## config.mk

```make
export PLATFORM = sky130hd
export DESIGN_NAME = taylor_unit
export DESIGN_NICKNAME = d
export VERILOG_FILES = /design/src/common/taylor_pkg.sv /design/src/logic/dsp_mac.sv /design/src/logic/taylor_unit.sv /design/src/taylor/taylor_calc.sv /design/src/taylor/taylor_coefs.sv
export SDC_FILE = /design/constraint.sdc
export NUM_CORES = 2
export LEC_CHECK = 0
export BUFFER_PORTS_ARGS = -buffer_cell sky130_fd_sc_hd__buf_2
export CELL_PAD_IN_SITES_DETAIL_PLACEMENT = 0
export CELL_PAD_IN_SITES_GLOBAL_PLACEMENT = 2
export CORE_MARGIN = 2
export CORE_UTILIZATION = 45
export CTS_CLUSTER_DIAMETER = 80
export DETAILED_ROUTE_END_ITERATION = 8
export PLACE_DENSITY_LB_ADDON = 0.1
export SLEW_MARGIN = 20
export SYNTH_ARGS = -nofsm -noshare
export SYNTH_HDL_FRONTEND = slang
export SYNTH_SLANG_ARGS = --single-unit
```

## constraint.sdc

```tcl
create_clock -name i_reset -period 7.05 [get_ports i_reset]
set_input_delay 0.3525 -clock i_reset [delete_from_list [all_inputs] [get_ports i_reset]]
set_output_delay 0.3525 -clock i_reset [all_outputs]
set_load 0.005 [all_outputs]
```

## src/common/taylor_pkg.sv

```systemverilog
package taylor_pkg;

    // ------------------------------
    // Widths and fixed-point format
    // ------------------------------

    // Sample and coefficient width, signed Q2.16
    localparam int DATA_W = 18;

    // Accumulator and product width of the datapath
    localparam int ACC_W = 48;

    // Fractional bits of a sample
    localparam int FRAC_W = 16;

    // Terms after the constant, also the top power-table index
    localparam int TERMS = 10;

    // Width of the term indices
    localparam int IDX_W = 4;

    // Operand cycle to product valid
    localparam int MAC_LAT = 3;

    // One in Q2.16
    localparam logic signed [DATA_W-1:0] ONE_Q = 18'sh10000;

    // ------------------------------
    // Enumerations
    // ------------------------------

    // Selectable functions
    typedef enum logic [2:0] {
        FUNC_COS  = 3'd0,
        FUNC_SIN  = 3'd1,
        FUNC_EXP  = 3'd2,
        FUNC_COSH = 3'd3,
        FUNC_SINH = 3'd4
    } taylor_func_e;

    // Datapath operations
    typedef enum logic [1:0] {
        // Product held at zero
        MAC_NOP  = 2'd0,
        // A times B
        MAC_MUL  = 2'd1,
        // A times B plus C
        MAC_MADD = 2'd2
    } mac_op_e;

    // ------------------------------
    // Helpers
    // ------------------------------

    // Truncate a datapath product back to a Q2.16 sample
    function automatic logic signed [DATA_W-1:0] acc_to_q(
        input logic signed [ACC_W-1:0] p
    );
        return p[FRAC_W+DATA_W-1:FRAC_W];
    endfunction

endpackage

```

## src/logic/dsp_mac.sv

```systemverilog
`timescale 1ns/10ps

module dsp_mac
    import taylor_pkg::*;
(
    input  logic                     i_reset,
    input  logic                     i_clk,
    input  mac_op_e                  i_op,
    input  logic signed [DATA_W-1:0] i_a,
    input  logic signed [DATA_W-1:0] i_b,
    input  logic signed [ACC_W-1:0]  i_c,
    output logic signed [ACC_W-1:0]  o_p
);

    mac_op_e                    op_s1;
    mac_op_e                    op_s2;
    logic signed [DATA_W-1:0]   a_s1;
    logic signed [DATA_W-1:0]   b_s1;
    logic signed [ACC_W-1:0]    c_s1;
    logic signed [ACC_W-1:0]    c_s2;
    logic signed [2*DATA_W-1:0] prod_s2;
    logic signed [ACC_W-1:0]    prod_ext;
    logic signed [ACC_W-1:0]    addend;

    // Opcode pipeline
    always_ff @(posedge i_reset or posedge i_clk) begin
        if (i_clk) begin
            op_s1 <= MAC_NOP;
            op_s2 <= MAC_NOP;
        end else begin
            op_s1 <= i_op;
            op_s2 <= op_s1;
        end
    end

    // Operands, then product
    always_ff @(posedge i_reset) begin
        a_s1    <= i_a;
        b_s1    <= i_b;
        c_s1    <= i_c;
        prod_s2 <= a_s1 * b_s1;
        c_s2    <= c_s1;
    end

    assign prod_ext = prod_s2;
    assign addend   = (op_s2 == MAC_MADD) ? c_s2 : '0;

    // Sum stage
    always_ff @(posedge i_reset or posedge i_clk) begin
        if (i_clk) begin
            o_p <= '0;
        end else if (op_s2 == MAC_NOP) begin
            o_p <= '0;
        end else begin
            o_p <= prod_ext + addend;
        end
    end

endmodule

```

## src/logic/taylor_unit.sv

```systemverilog
`timescale 1ns/10ps

module taylor_unit
    import taylor_pkg::*;
(
    input  logic                     i_reset,
    input  logic                     i_clk,
    input  logic                     i_calc,
    input  taylor_func_e             i_func,
    input  logic signed [DATA_W-1:0] i_xl,
    input  logic signed [DATA_W-1:0] i_xr,
    output logic                     o_done,
    output logic signed [DATA_W-1:0] o_resl,
    output logic signed [DATA_W-1:0] o_resr
);

    taylor_func_e             coef_func;
    logic [IDX_W-1:0]         coef_idx;
    logic signed [DATA_W-1:0] coef;
    mac_op_e                  mac_op;
    logic signed [DATA_W-1:0] mac_al;
    logic signed [DATA_W-1:0] mac_bl;
    logic signed [ACC_W-1:0]  mac_cl;
    logic signed [ACC_W-1:0]  mac_pl;
    logic signed [DATA_W-1:0] mac_ar;
    logic signed [DATA_W-1:0] mac_br;
    logic signed [ACC_W-1:0]  mac_cr;
    logic signed [ACC_W-1:0]  mac_pr;

    taylor_calc taylor_calc_inst (
        .i_reset     (i_reset),
        .i_clk       (i_clk),
        .i_calc      (i_calc),
        .i_func      (i_func),
        .i_xl        (i_xl),
        .i_xr        (i_xr),
        .o_done      (o_done),
        .o_resl      (o_resl),
        .o_resr      (o_resr),
        .o_coef_func (coef_func),
        .o_coef_idx  (coef_idx),
        .i_coef      (coef),
        .o_mac_op    (mac_op),
        .o_mac_al    (mac_al),
        .o_mac_bl    (mac_bl),
        .o_mac_cl    (mac_cl),
        .i_mac_pl    (mac_pl),
        .o_mac_ar    (mac_ar),
        .o_mac_br    (mac_br),
        .o_mac_cr    (mac_cr),
        .i_mac_pr    (mac_pr)
    );

    taylor_coefs taylor_coefs_inst (
        .i_func (coef_func),
        .i_idx  (coef_idx),
        .o_coef (coef)
    );

    // Left lane
    dsp_mac dsp_mac_l (
        .i_reset (i_reset),
        .i_clk   (i_clk),
        .i_op    (mac_op),
        .i_a     (mac_al),
        .i_b     (mac_bl),
        .i_c     (mac_cl),
        .o_p     (mac_pl)
    );

    // Right lane
    dsp_mac dsp_mac_r (
        .i_reset (i_reset),
        .i_clk   (i_clk),
        .i_op    (mac_op),
        .i_a     (mac_ar),
        .i_b     (mac_br),
        .i_c     (mac_cr),
        .o_p     (mac_pr)
    );

endmodule

```

## src/taylor/taylor_calc.sv

```systemverilog
`timescale 1ns/10ps

module taylor_calc
    import taylor_pkg::*;
(
    input  logic                     i_reset,
    input  logic                     i_clk,
    input  logic                     i_calc,
    input  taylor_func_e             i_func,
    input  logic signed [DATA_W-1:0] i_xl,
    input  logic signed [DATA_W-1:0] i_xr,
    output logic                     o_done,
    output logic signed [DATA_W-1:0] o_resl,
    output logic signed [DATA_W-1:0] o_resr,
    output taylor_func_e             o_coef_func,
    output logic [IDX_W-1:0]         o_coef_idx,
    input  logic signed [DATA_W-1:0] i_coef,
    output mac_op_e                  o_mac_op,
    output logic signed [DATA_W-1:0] o_mac_al,
    output logic signed [DATA_W-1:0] o_mac_bl,
    output logic signed [ACC_W-1:0]  o_mac_cl,
    input  logic signed [ACC_W-1:0]  i_mac_pl,
    output logic signed [DATA_W-1:0] o_mac_ar,
    output logic signed [DATA_W-1:0] o_mac_br,
    output logic signed [ACC_W-1:0]  o_mac_cr,
    input  logic signed [ACC_W-1:0]  i_mac_pr
);

    // Micro-tasks, several may be active in one step
    typedef struct packed {
        logic set_one;
        logic wait_in;
        logic repeat_10;
        logic clr_i;
        logic set_j;
        logic inc_i;
        logic inc_j;
        logic mul_x_fj;
        logic mul_vi_vj;
        logic mul_ac_vj;
        logic madd_vi_ci;
        logic jp_wait;
        logic jp_loop;
        logic mov_res;
    } utask_t;

    logic [3:0]                    pc;
    utask_t                        ut;
    logic [IDX_W-1:0]              idx_i;
    logic [IDX_W-1:0]              idx_j;
    logic [IDX_W-1:0]              rpt_cnt;
    logic                          rpt_last;
    logic                          start;
    taylor_func_e                  func_q;
    logic signed [DATA_W-1:0]      xl_q;
    logic signed [DATA_W-1:0]      xr_q;
    logic signed [DATA_W-1:0]      inv_j;
    logic signed [DATA_W-1:0]      acc_l;
    logic signed [DATA_W-1:0]      acc_r;
    logic                          issue_mul;
    logic [MAC_LAT-1:0]            wr_vld;
    logic [MAC_LAT-1:0][IDX_W-1:0] wr_idx;
    logic signed [DATA_W-1:0]      pow_l [0:TERMS];
    logic signed [DATA_W-1:0]      pow_r [0:TERMS];

    // ------------------------------
    // Microcode
    // ------------------------------
    always_comb begin
        ut = '0;
        case (pc)
            4'd0: ut.set_one = 1'b1;
            4'd1: begin
                ut.wait_in = 1'b1;
                ut.set_j   = 1'b1;
            end
            // x times 1/j for j = 1..10
            4'd2: begin
                ut.repeat_10 = 1'b1;
                ut.mul_x_fj  = 1'b1;
                ut.inc_j     = 1'b1;
            end
            4'd4: begin
                ut.clr_i = 1'b1;
                ut.set_j = 1'b1;
            end
            // Chain x^j/j! from the previous power
            4'd5: begin
                ut.mul_vi_vj = (idx_i == '0);
                ut.mul_ac_vj = (idx_i != '0);
            end
            4'd6: begin
                ut.madd_vi_ci = 1'b1;
                ut.inc_i      = 1'b1;
                ut.inc_j      = 1'b1;
            end
            4'd7: ut.jp_loop = (idx_j != IDX_W'(TERMS));
            // Last power, then terms nine and ten
            4'd8: ut.mul_ac_vj = 1'b1;
            4'd9: begin
                ut.madd_vi_ci = 1'b1;
                ut.inc_i      = 1'b1;
            end
            4'd12: ut.madd_vi_ci = 1'b1;
            4'd15: begin
                ut.mov_res = 1'b1;
                ut.jp_wait = 1'b1;
            end
            // Pipeline bubbles
            default: ut = '0;
        endcase
    end

    assign start    = ut.wait_in & i_calc;
    assign rpt_last = (rpt_cnt == IDX_W'(TERMS - 1));

    always_ff @(posedge i_reset or posedge i_clk) begin
        if (i_clk) begin
            pc <= '0;
        end else if (ut.jp_wait) begin
            pc <= 4'd1;
        end else if (ut.jp_loop) begin
            pc <= 4'd5;
        end else if ((ut.wait_in && !i_calc) || (ut.repeat_10 && !rpt_last)) begin
            pc <= pc;
        end else begin
            pc <= pc + 4'd1;
        end
    end

    always_ff @(posedge i_reset or posedge i_clk) begin
        if (i_clk) begin
            rpt_cnt <= '0;
        end else if (ut.repeat_10 && !rpt_last) begin
            rpt_cnt <= rpt_cnt + 1'b1;
        end else begin
            rpt_cnt <= '0;
        end
    end

    // Index registers
    always_ff @(posedge i_reset or posedge i_clk) begin
        if (i_clk) begin
            idx_i <= '0;
            idx_j <= '0;
        end else begin
            if (ut.clr_i) begin
                idx_i <= '0;
            end else if (ut.inc_i) begin
                idx_i <= idx_i + 1'b1;
            end
            if (ut.set_j) begin
                idx_j <= IDX_W'(1);
            end else if (ut.inc_j) begin
                idx_j <= idx_j + 1'b1;
            end
        end
    end

    // Request capture, only in the idle step
    always_ff @(posedge i_reset or posedge i_clk) begin
        if (i_clk) begin
            func_q <= FUNC_COS;
        end else if (start) begin
            func_q <= i_func;
        end
    end

    always_ff @(posedge i_reset) begin
        if (start) begin
            xl_q <= i_xl;
            xr_q <= i_xr;
        end
    end

    assign o_coef_func = func_q;
    assign o_coef_idx  = idx_i;

    // 1/j in Q2.16
    always_comb begin
        case (idx_j)
            4'd1:    inv_j = 18'sh10000;
            4'd2:    inv_j = 18'sh08000;
            4'd3:    inv_j = 18'sh05555;
            4'd4:    inv_j = 18'sh04000;
            4'd5:    inv_j = 18'sh03333;
            4'd6:    inv_j = 18'sh02aab;
            4'd7:    inv_j = 18'sh02492;
            4'd8:    inv_j = 18'sh02000;
            4'd9:    inv_j = 18'sh01c72;
            4'd10:   inv_j = 18'sh0199a;
            default: inv_j = '0;
        endcase
    end

    // ------------------------------
    // Datapath operands
    // ------------------------------
    assign acc_l = acc_to_q(i_mac_pl);
    assign acc_r = acc_to_q(i_mac_pr);

    always_comb begin
        o_mac_op = MAC_NOP;
        o_mac_al = '0;
        o_mac_bl = '0;
        o_mac_cl = '0;
        o_mac_ar = '0;
        o_mac_br = '0;
        o_mac_cr = '0;
        if (ut.mul_x_fj) begin
            o_mac_op = MAC_MUL;
            o_mac_al = xl_q;
            o_mac_ar = xr_q;
            o_mac_bl = inv_j;
            o_mac_br = inv_j;
        end else if (ut.mul_vi_vj) begin
            o_mac_op = MAC_MUL;
            o_mac_al = pow_l[idx_i];
            o_mac_ar = pow_r[idx_i];
            o_mac_bl = pow_l[idx_j];
            o_mac_br = pow_r[idx_j];
        end else if (ut.mul_ac_vj) begin
            o_mac_op = MAC_MUL;
            o_mac_al = acc_l;
            o_mac_ar = acc_r;
            o_mac_bl = pow_l[idx_j];
            o_mac_br = pow_r[idx_j];
        end else if (ut.madd_vi_ci) begin
            // Running sum rides on the previous result
            o_mac_op = MAC_MADD;
            o_mac_al = pow_l[idx_i];
            o_mac_ar = pow_r[idx_i];
            o_mac_bl = i_coef;
            o_mac_br = i_coef;
            o_mac_cl = i_mac_pl;
            o_mac_cr = i_mac_pr;
        end
    end

    // ------------------------------
    // Power table write-back
    // ------------------------------
    assign issue_mul = ut.mul_x_fj | ut.mul_vi_vj | ut.mul_ac_vj;

    // Index travels alongside the product
    always_ff @(posedge i_reset or posedge i_clk) begin
        if (i_clk) begin
            wr_vld <= '0;
            wr_idx <= '0;
        end else begin
            wr_vld <= {wr_vld[MAC_LAT-2:0], issue_mul};
            wr_idx <= {wr_idx[MAC_LAT-2:0], idx_j};
        end
    end

    always_ff @(posedge i_reset) begin
        if (ut.set_one) begin
            pow_l[0] <= ONE_Q;
            pow_r[0] <= ONE_Q;
        end else if (wr_vld[MAC_LAT-1]) begin
            pow_l[wr_idx[MAC_LAT-1]] <= acc_l;
            pow_r[wr_idx[MAC_LAT-1]] <= acc_r;
        end
    end

    // Results, zero outside the done pulse
    always_ff @(posedge i_reset or posedge i_clk) begin
        if (i_clk) begin
            o_done <= 1'b0;
            o_resl <= '0;
            o_resr <= '0;
        end else if (ut.mov_res) begin
            o_done <= 1'b1;
            o_resl <= acc_l;
            o_resr <= acc_r;
        end else begin
            o_done <= 1'b0;
            o_resl <= '0;
            o_resr <= '0;
        end
    end

endmodule

```

## src/taylor/taylor_coefs.sv

```systemverilog
`timescale 1ns/10ps

module taylor_coefs
    import taylor_pkg::*;
(
    input  taylor_func_e             i_func,
    input  logic [IDX_W-1:0]         i_idx,
    output logic signed [DATA_W-1:0] o_coef
);

    logic signed [DATA_W-1:0] minus_one;
    logic                     odd;
    logic                     neg;

    assign minus_one = -ONE_Q;

    // Derivative patterns repeat every four terms
    assign odd = i_idx[0];
    assign neg = i_idx[1];

    always_comb begin
        case (i_func)
            // 1, 0, -1, 0
            FUNC_COS:  o_coef = odd ? '0 : (neg ? minus_one : ONE_Q);
            // 0, 1, 0, -1
            FUNC_SIN:  o_coef = !odd ? '0 : (neg ? minus_one : ONE_Q);
            FUNC_EXP:  o_coef = ONE_Q;
            // Even terms only
            FUNC_COSH: o_coef = odd ? '0 : ONE_Q;
            // Odd terms only
            FUNC_SINH: o_coef = odd ? ONE_Q : '0;
            default:   o_coef = '0;
        endcase
    end

endmodule
```

==> After elaboration in Yosys (flattened, before gate mapping) <==
Memory sizes are Yosys's and may differ from the RTL's.
Index checks and enable logic that the tools add are counted.
{ "op_classes": {"addsub": 6, "multipliers": 2, "eq_ne": 18, "mux": 63, "bitwise": 4, "n_reduce_logical": 19} }
{ "op_table": {"columns": ["op", "n"], "rows": [
  ["18-bit 2-to-1 mux", 22],
  ["48-bit 2-to-1 mux", 4],
  ["36-bit by 48-bit adder with 48-bit output", 2],
  ["18-bit one-hot mux with 5 select lines", 1],
  ["18-bit by 18-bit multiplier with 36-bit output", 2],
  ["4-bit 2-to-1 mux", 10],
  ["18-bit OR reduction", 2],
  ["17-bit 2-to-1 mux", 2],
  ["4-bit equality test, second input constant", 5],
  ["1-bit 2-to-1 mux", 19],
  ["4-bit by 1-bit adder with 4-bit output, second input constant", 4],
  ["4-bit by 3-bit equality test with 1-bit output, second input constant", 4],
  ["4-bit zero test", 2],
  ["2-bit 2-to-1 mux", 4],
  ["3-bit by 2-bit equality test with 1-bit output, second input constant", 2],
  ["2-bit OR reduction", 3],
  ["4-bit by 1-bit equality test with 1-bit output, second input constant", 1],
  ["4-bit by 2-bit equality test with 1-bit output, second input constant", 1],
  ["4-bit inequality test, second input constant", 1],
  ["2-bit nonzero test", 2],
  ["4-bit nonzero test", 1],
  ["4-bit OR reduction", 1],
  ["3-bit by 1-bit equality test with 1-bit output, second input constant", 1],
  ["3-bit equality test, second input constant", 1],
  ["12 further kinds", 15]
]} }
{ "totals": {"reg_bits": 543, "ramBits": 396, "romBits": 272, "in_bits": 42, "output_inout_bits": 37, "wordCells": 143, "n_memories": 3} }
{ "mem_list": {"columns": ["name", "words", "word_bits", "rd", "rd_clocked_by_memory_dff", "wr", "line", "source"], "rows": [
  ["(name not given)", 16, 17, 1, 0, 0, "taylor_calc.sv:181", "case (idx_j)"],
  ["taylor_calc_inst.pow_l", 11, 18, 2, 0, 1, "taylor_calc.sv:63", "logic signed [DATA_W-1:0] pow_l [0:TERMS];"],
  ["taylor_calc_inst.pow_r", 11, 18, 2, 0, 1, "taylor_calc.sv:64", "logic signed [DATA_W-1:0] pow_r [0:TERMS];"]
]} }

==> Longest topological paths before layout <==
{ "depth": {"ltp_word": 7, "ltp_mapped": 27, "depth_no_buf": 25} }

==> Modules after synthesis <==
Synthesis repeated with hierarchy kept, for this count alone.
{ "hier_totals": {"cells_unflattened": 5712, "hier_area_um2": 64434.3} }
{ "modules_own_cells": {"columns": ["module", "n_inst", "cells_each", "area_each_um2"], "rows": [
  ["taylor_calc", 1, 1615, 24347.1],
  ["dsp_mac at dsp_mac_r", 1, 2052, 20002.9],
  ["dsp_mac at dsp_mac_l", 1, 2020, 19894.1],
  ["taylor_coefs", 1, 25, 190.2]
]} }

==> Worst setup path before layout <==
OpenSTA, ideal clock, no wires.
{ "synth_timing": {"kind": "register to register", "start": "register dsp_mac_r.b_s1[9]", "end": "register dsp_mac_r.prod_s2[32]", "setup_time_ns": 0.072, "arrival_ns": 6.265, "required_time_ns": 6.978, "path_slack_ns": 0.713, "path_stages_with_launch": 26, "path_buffers": 2, "period_less_slack_ns": 6.337, "path_cell_list": "dfxtp_1 > clkbuf_1 > clkbuf_1 > nand2_1 > fa_1 > inv_1 > fa_1 > inv_1 > fa_1 > inv_1 > fa_1 > fa_1 > inv_1 > fa_1 > inv_1 > ha_1 > a21o_1 > a21o_1 > a21o_1 > or3_1 > a311oi_2 > nor3_2 > a2111oi_2 > o31ai_1 > a21oi_1 > xnor2_1"} }
{ "synth_via": {"elab_chain_len": 1} }
{ "synth_rtl": {"columns": ["item", "line", "source"], "rows": [
  ["start, declared", "dsp_mac.sv:18", "logic signed [DATA_W-1:0] b_s1;"],
  ["start signal, assigned", "dsp_mac.sv:39", "b_s1 <= i_b;"],
  ["18-bit by 18-bit multiplier with 36-bit output", "dsp_mac.sv:41", "prod_s2 <= a_s1 * b_s1;"],
  ["end signal, assigned", "dsp_mac.sv:41", null],
  ["end, declared", "dsp_mac.sv:21", "logic signed [2*DATA_W-1:0] prod_s2;"]
]} }
Every way passes these cells.
A chain may end at the register's enable or synchronous reset.

==> Worst setup path in the final report <==
{ "layout_timing": {"start": "register dsp_mac_r.b_s1[3]", "end": "register dsp_mac_r.prod_s2[32]"} }
Same word-level chain as after synthesis.

==> impl_metrics.csv <==
group,metric,value,unit
hold_path,min_path_cells,3,
finish,drive_gt1_frac,0.110,
grt,grt_pass1_wl,248000,um
critical_path,cp-end-kind,"flip-flop",
logic_synthesis,synthTopCellsByArea,"edfxtp_1 22%, fa_1 22%, dfxtp_1 9.5%",
timing,setup_violations,0,
logic_synthesis,ys.flop_type,"edfxtp_1",
cts,cts_num_sinks,851,
detailed_routing,drtIter0Drc,2640,
floorplan,die_w,363,um
timing,worstMarginPinSlew,1.19,ns
finish,fin_nets,6189,
cts,cts_buffers,97,
cts,post_cts_buffers,0,
logic_synthesis,async_reset_ff_frac,0.168,
detailed_routing,firstDrtPassIters,8,
pwr,power_frac_comb,0.457,
critical_path,ff2ff_path_depth,22,
pwr,irDropWorstVdd,281,uV
detailed_routing,viasPerCell,5.34,
grt,grt_pass1_vias,39000,
detailed_routing,drt-met1-wl,75700,um
logic_synthesis,ys_types,84,
cts,cts_buffer_depth,3,
placement,hpwlAfterDp,114000,um
floorplan,start_util,0.455,
placement,place.gp.congestion,0.821,
pwr,powerDensity,349,nW/um2
logic_synthesis,synth_edf_count,432,
cts,clk_pin_slew,0.06,ns
detailed_routing,routedWlPerCell,23.2,um
critical_path,crit_path_start_kind,"flip-flop",
detailed_routing,wl_met3,9470,um
critical_path,path_max_fanout,14,
pwr,p_leak,28.6,nW
timing,fin_crit,6.68,ns
timing,finalMaxSlewViolations,0,
timing,rsz0062_at_grt,"no",
logic_synthesis,synth_top_area_frac,0.223,
outcome,status,"finished, final reports clean",
grt,antenna_found_initial,11,
critical_path,cp_slowest_stage_delay,0.57,ns
critical_path,crit_required,7.66,ns
critical_path,worstSetupPathType,"flip-flop to flip-flop",
floorplan,pin_count,79,
logic_synthesis,syn_nets,6062,
logic_synthesis,synth_area,58100,um2
detailed_routing,totalWireLength,162000,um
timing,final.setup.tns,0,ns
cts,worstSkewPairLatency,0.71,ns
detailed_routing,drc,0,
cts,cts_tree,"done",
critical_path,crit_chain,"buf_4, nand2_1, fa_1, fa_1, fa_1, inv_1, fa_1, fa_1, inv_1, fa_1, inv_1, ha_1, a21o_1, a21o_1, a21o_1, or3_1, a311oi_2, nor3_2, a2111oi_2, o31ai_1, a21oi_1, xnor2_1",
timing,slew_headroom,0.200,
logic_synthesis,avgSynthCellArea,11.3,um2
floorplan,rows,131,
floorplan,die_h,363,um
pwr,intPower,0.0131,W
logic_synthesis,synthCells,5126,
critical_path,slowest_stage,"fa_1",
timing,skew,0.0627,ns
detailed_routing,wl_met2,73400,um
pwr,power.switching,0.00953,W
logic_synthesis,ys_ff_latch,851,
placement,port_buffers,78,
cts,clock-root-buffer,"clkbuf_16",
timing,fmax,150,MHz
critical_path,cp_data_arrival_time,7.29,ns
pwr,clkPwrFrac,0.236,
grt,grt_usage,0.253,
logic_synthesis,yosysWarnings,0,
timing,hold_viol,0,
grt,grt_overflow,0,
finish,area_delta_synth_final,11.4,%
logic_synthesis,yosysSeqAreaShare,0.380,
timing,period_share,0.947,
floorplan,die_area,132000,um2
job,max-cap-violations,0,
detailed_routing,topRoutingLayerUsed,"met4",
grt,grt_max_degree,72,
timing,timing.hold.ws,0.165,ns
detailed_routing,ant_nets,0,
detailed_routing,vias,37400,
critical_path,crit_top_cell,"fa_1",
pwr,seq_power_share,0.307,
cts,htree_levels,3,
pwr,switching_share,0.422,
hold_path,min_path_type,"input pin to flip-flop",
logic_synthesis,yosys.area.top_type,"edfxtp_1",
floorplan,coreArea,128000,um2
timing repair:
item,in CTS,in global routing
hold buffers,40,0
endpoints found under the setup margin,0,2
resized for setup,0,6
hold endpoints to repair,65,0
registers in the layout, indices dropped and copies added (netlist names), 18 cells and up:
| register | flops |
|---|---|
| dsp_mac_l.c_s1 | 34 |
| dsp_mac_r.o_p | 34 |
| dsp_mac_l.b_s1 | 18 |
| dsp_mac_r.a_s1 | 18 |
| taylor_calc_inst.o_resr | 18 |
| dsp_mac_l.prod_s2 | 34 |
| dsp_mac_l.c_s2 | 34 |
| taylor_calc_inst.pow_l | 198 |
| taylor_calc_inst.xl_q | 18 |
| dsp_mac_l.o_p | 34 |
| taylor_calc_inst.xr_q | 18 |
| dsp_mac_r.b_s1 | 18 |
| taylor_calc_inst.pow_r | 198 |
| dsp_mac_r.c_s2 | 34 |
| dsp_mac_r.prod_s2 | 34 |
| dsp_mac_l.a_s1 | 18 |
| dsp_mac_r.c_s1 | 34 |
| taylor_calc_inst.o_resl | 18 |
cells by family (layout without fill, tap and decap cells):
group / after synthesis / count (layout) / synth area share
other: 0 / 4 / 0
XOR/XNOR: 140 / 140 / 0.0211
flip-flops: 851 / 851 / 0.380
adder cells (fa/ha/maj): 895 / 895 / 0.274
buffers and inverters: 952 / 1164 / 0.0619
AO/OA/AOI/OAI: 641 / 641 / 0.0674
multiplexers: 261 / 261 / 0.0760
AND/OR/NAND/NOR: 1386 / 1386 / 0.120
cell usage in the layout (no fill, tap or decap), types with 144 or more instances in the layout:
cell      count
a21oi_1     211
dfxtp_1     271
o21ai_0     191
ha_1        262
and2_1      509
fa_1        632
edfxtp_1    432
inv_1       722
nor2_1      185
mux4_2      144
nand2_1     487
layout make-up:
| cell class | count | area (um2) |
|---|---|---|
| Fill cell | 11600 | 63100 |
| Multi-Input combinational cell | 3323 | 32600 |
| Sequential cell | 851 | 22100 |
| Inverter | 724 | 2720 |
| Clock buffer | 125 | 2700 |
| Tap cell | 1662 | 2080 |
| Timing Repair Buffer | 256 | 1860 |
| Clock inverter | 59 | 722 |
| Antenna cell | 4 | 10.0 |
critical path: cells and delay by family, from the launching register on:
| kind | cells | cell delay (ns) |
|---|---|---|
| XOR/XNOR | 1 | 0.14 |
| buffers and inverters | 4 | 0.41 |
| AO/OA/AOI/OAI | 7 | 1.66 |
| adder cells (fa/ha/maj) | 7 | 3.40 |
| AND/OR/NAND/NOR | 3 | 0.59 |
| flip-flops | 1 | 0.41 |
metrics by stage:
step	setup slack [ns]	cells	utilization	total power [W]	instance area, um2
after floorplan	0.713	5126	-	0.0134	58100
after global placement	0.377	6776	0.477	0.0173	61000
after detailed placement	0.326	6776	0.477	0.0173	61000
after CTS	0.278	7000	0.507	0.0228	64800
after global routing	0.0106	7000	0.507	0.0241	64800
final	0.374	7004	0.507	0.0226	64800
routing by layer:
metal | global-route usage | vias up
li1 | - | 17100
met1 | 0.378 | 19200
met2 | 0.389 | 989
met3 | 0.0369 | 182
met4 | 0.0584 | 0
met5 | 0 | -
final timing paths:
path,from,end,slack [ns]
max,dsp_mac_r.b_s1[3],dsp_mac_r.prod_s2[32],0.37
min,i_calc,taylor_calc_inst.pc[1],0.16
max reg2reg,dsp_mac_r.b_s1[3],dsp_mac_r.prod_s2[32],0.37
min reg2reg,dsp_mac_r.c_s1[14],dsp_mac_r.c_s2[14],0.32
max in group asynchronous,i_clk,taylor_calc_inst.o_coef_idx[0],5.78
min in group asynchronous,i_clk,dsp_mac_r.o_p[13],0.20
synthesized netlist by cell type, types with 8 or more instances:
master / n
o22ai_1: 8
a31oi_1: 12
nand2_1: 487
mux2i_1: 114
and2_1: 510
a21o_1: 65
a211oi_1: 12
o21bai_1: 12
inv_1: 723
dfxtp_1: 276
buf_1: 21
fa_1: 632
xor2_1: 46
and3_1: 45
clkbuf_1: 190
or3_1: 9
nor2_1: 193
edfxtp_1: 432
nand4_1: 9
o21a_1: 13
xnor2_1: 94
buf_2: 16
ha_1: 262
o21ai_0: 195
dfrtp_1: 143
a22oi_1: 39
nor2b_1: 23
a21oi_1: 211
nor3_1: 21
nand2b_1: 28
nand3_1: 27
mux4_2: 144
power groups by stage:
stage	Clock, W	Combinational (W)	Sequential [W]
finish	0.00533	0.0103	0.00693
global route	0.00562	0.0115	0.00703
CTS	0.00544	0.0104	0.00694
detailed placement	0	0.0102	0.00703
global placement	0	0.0103	0.00702
floorplan	0	0.00707	0.00634
(Power assumes the default switching activity.)
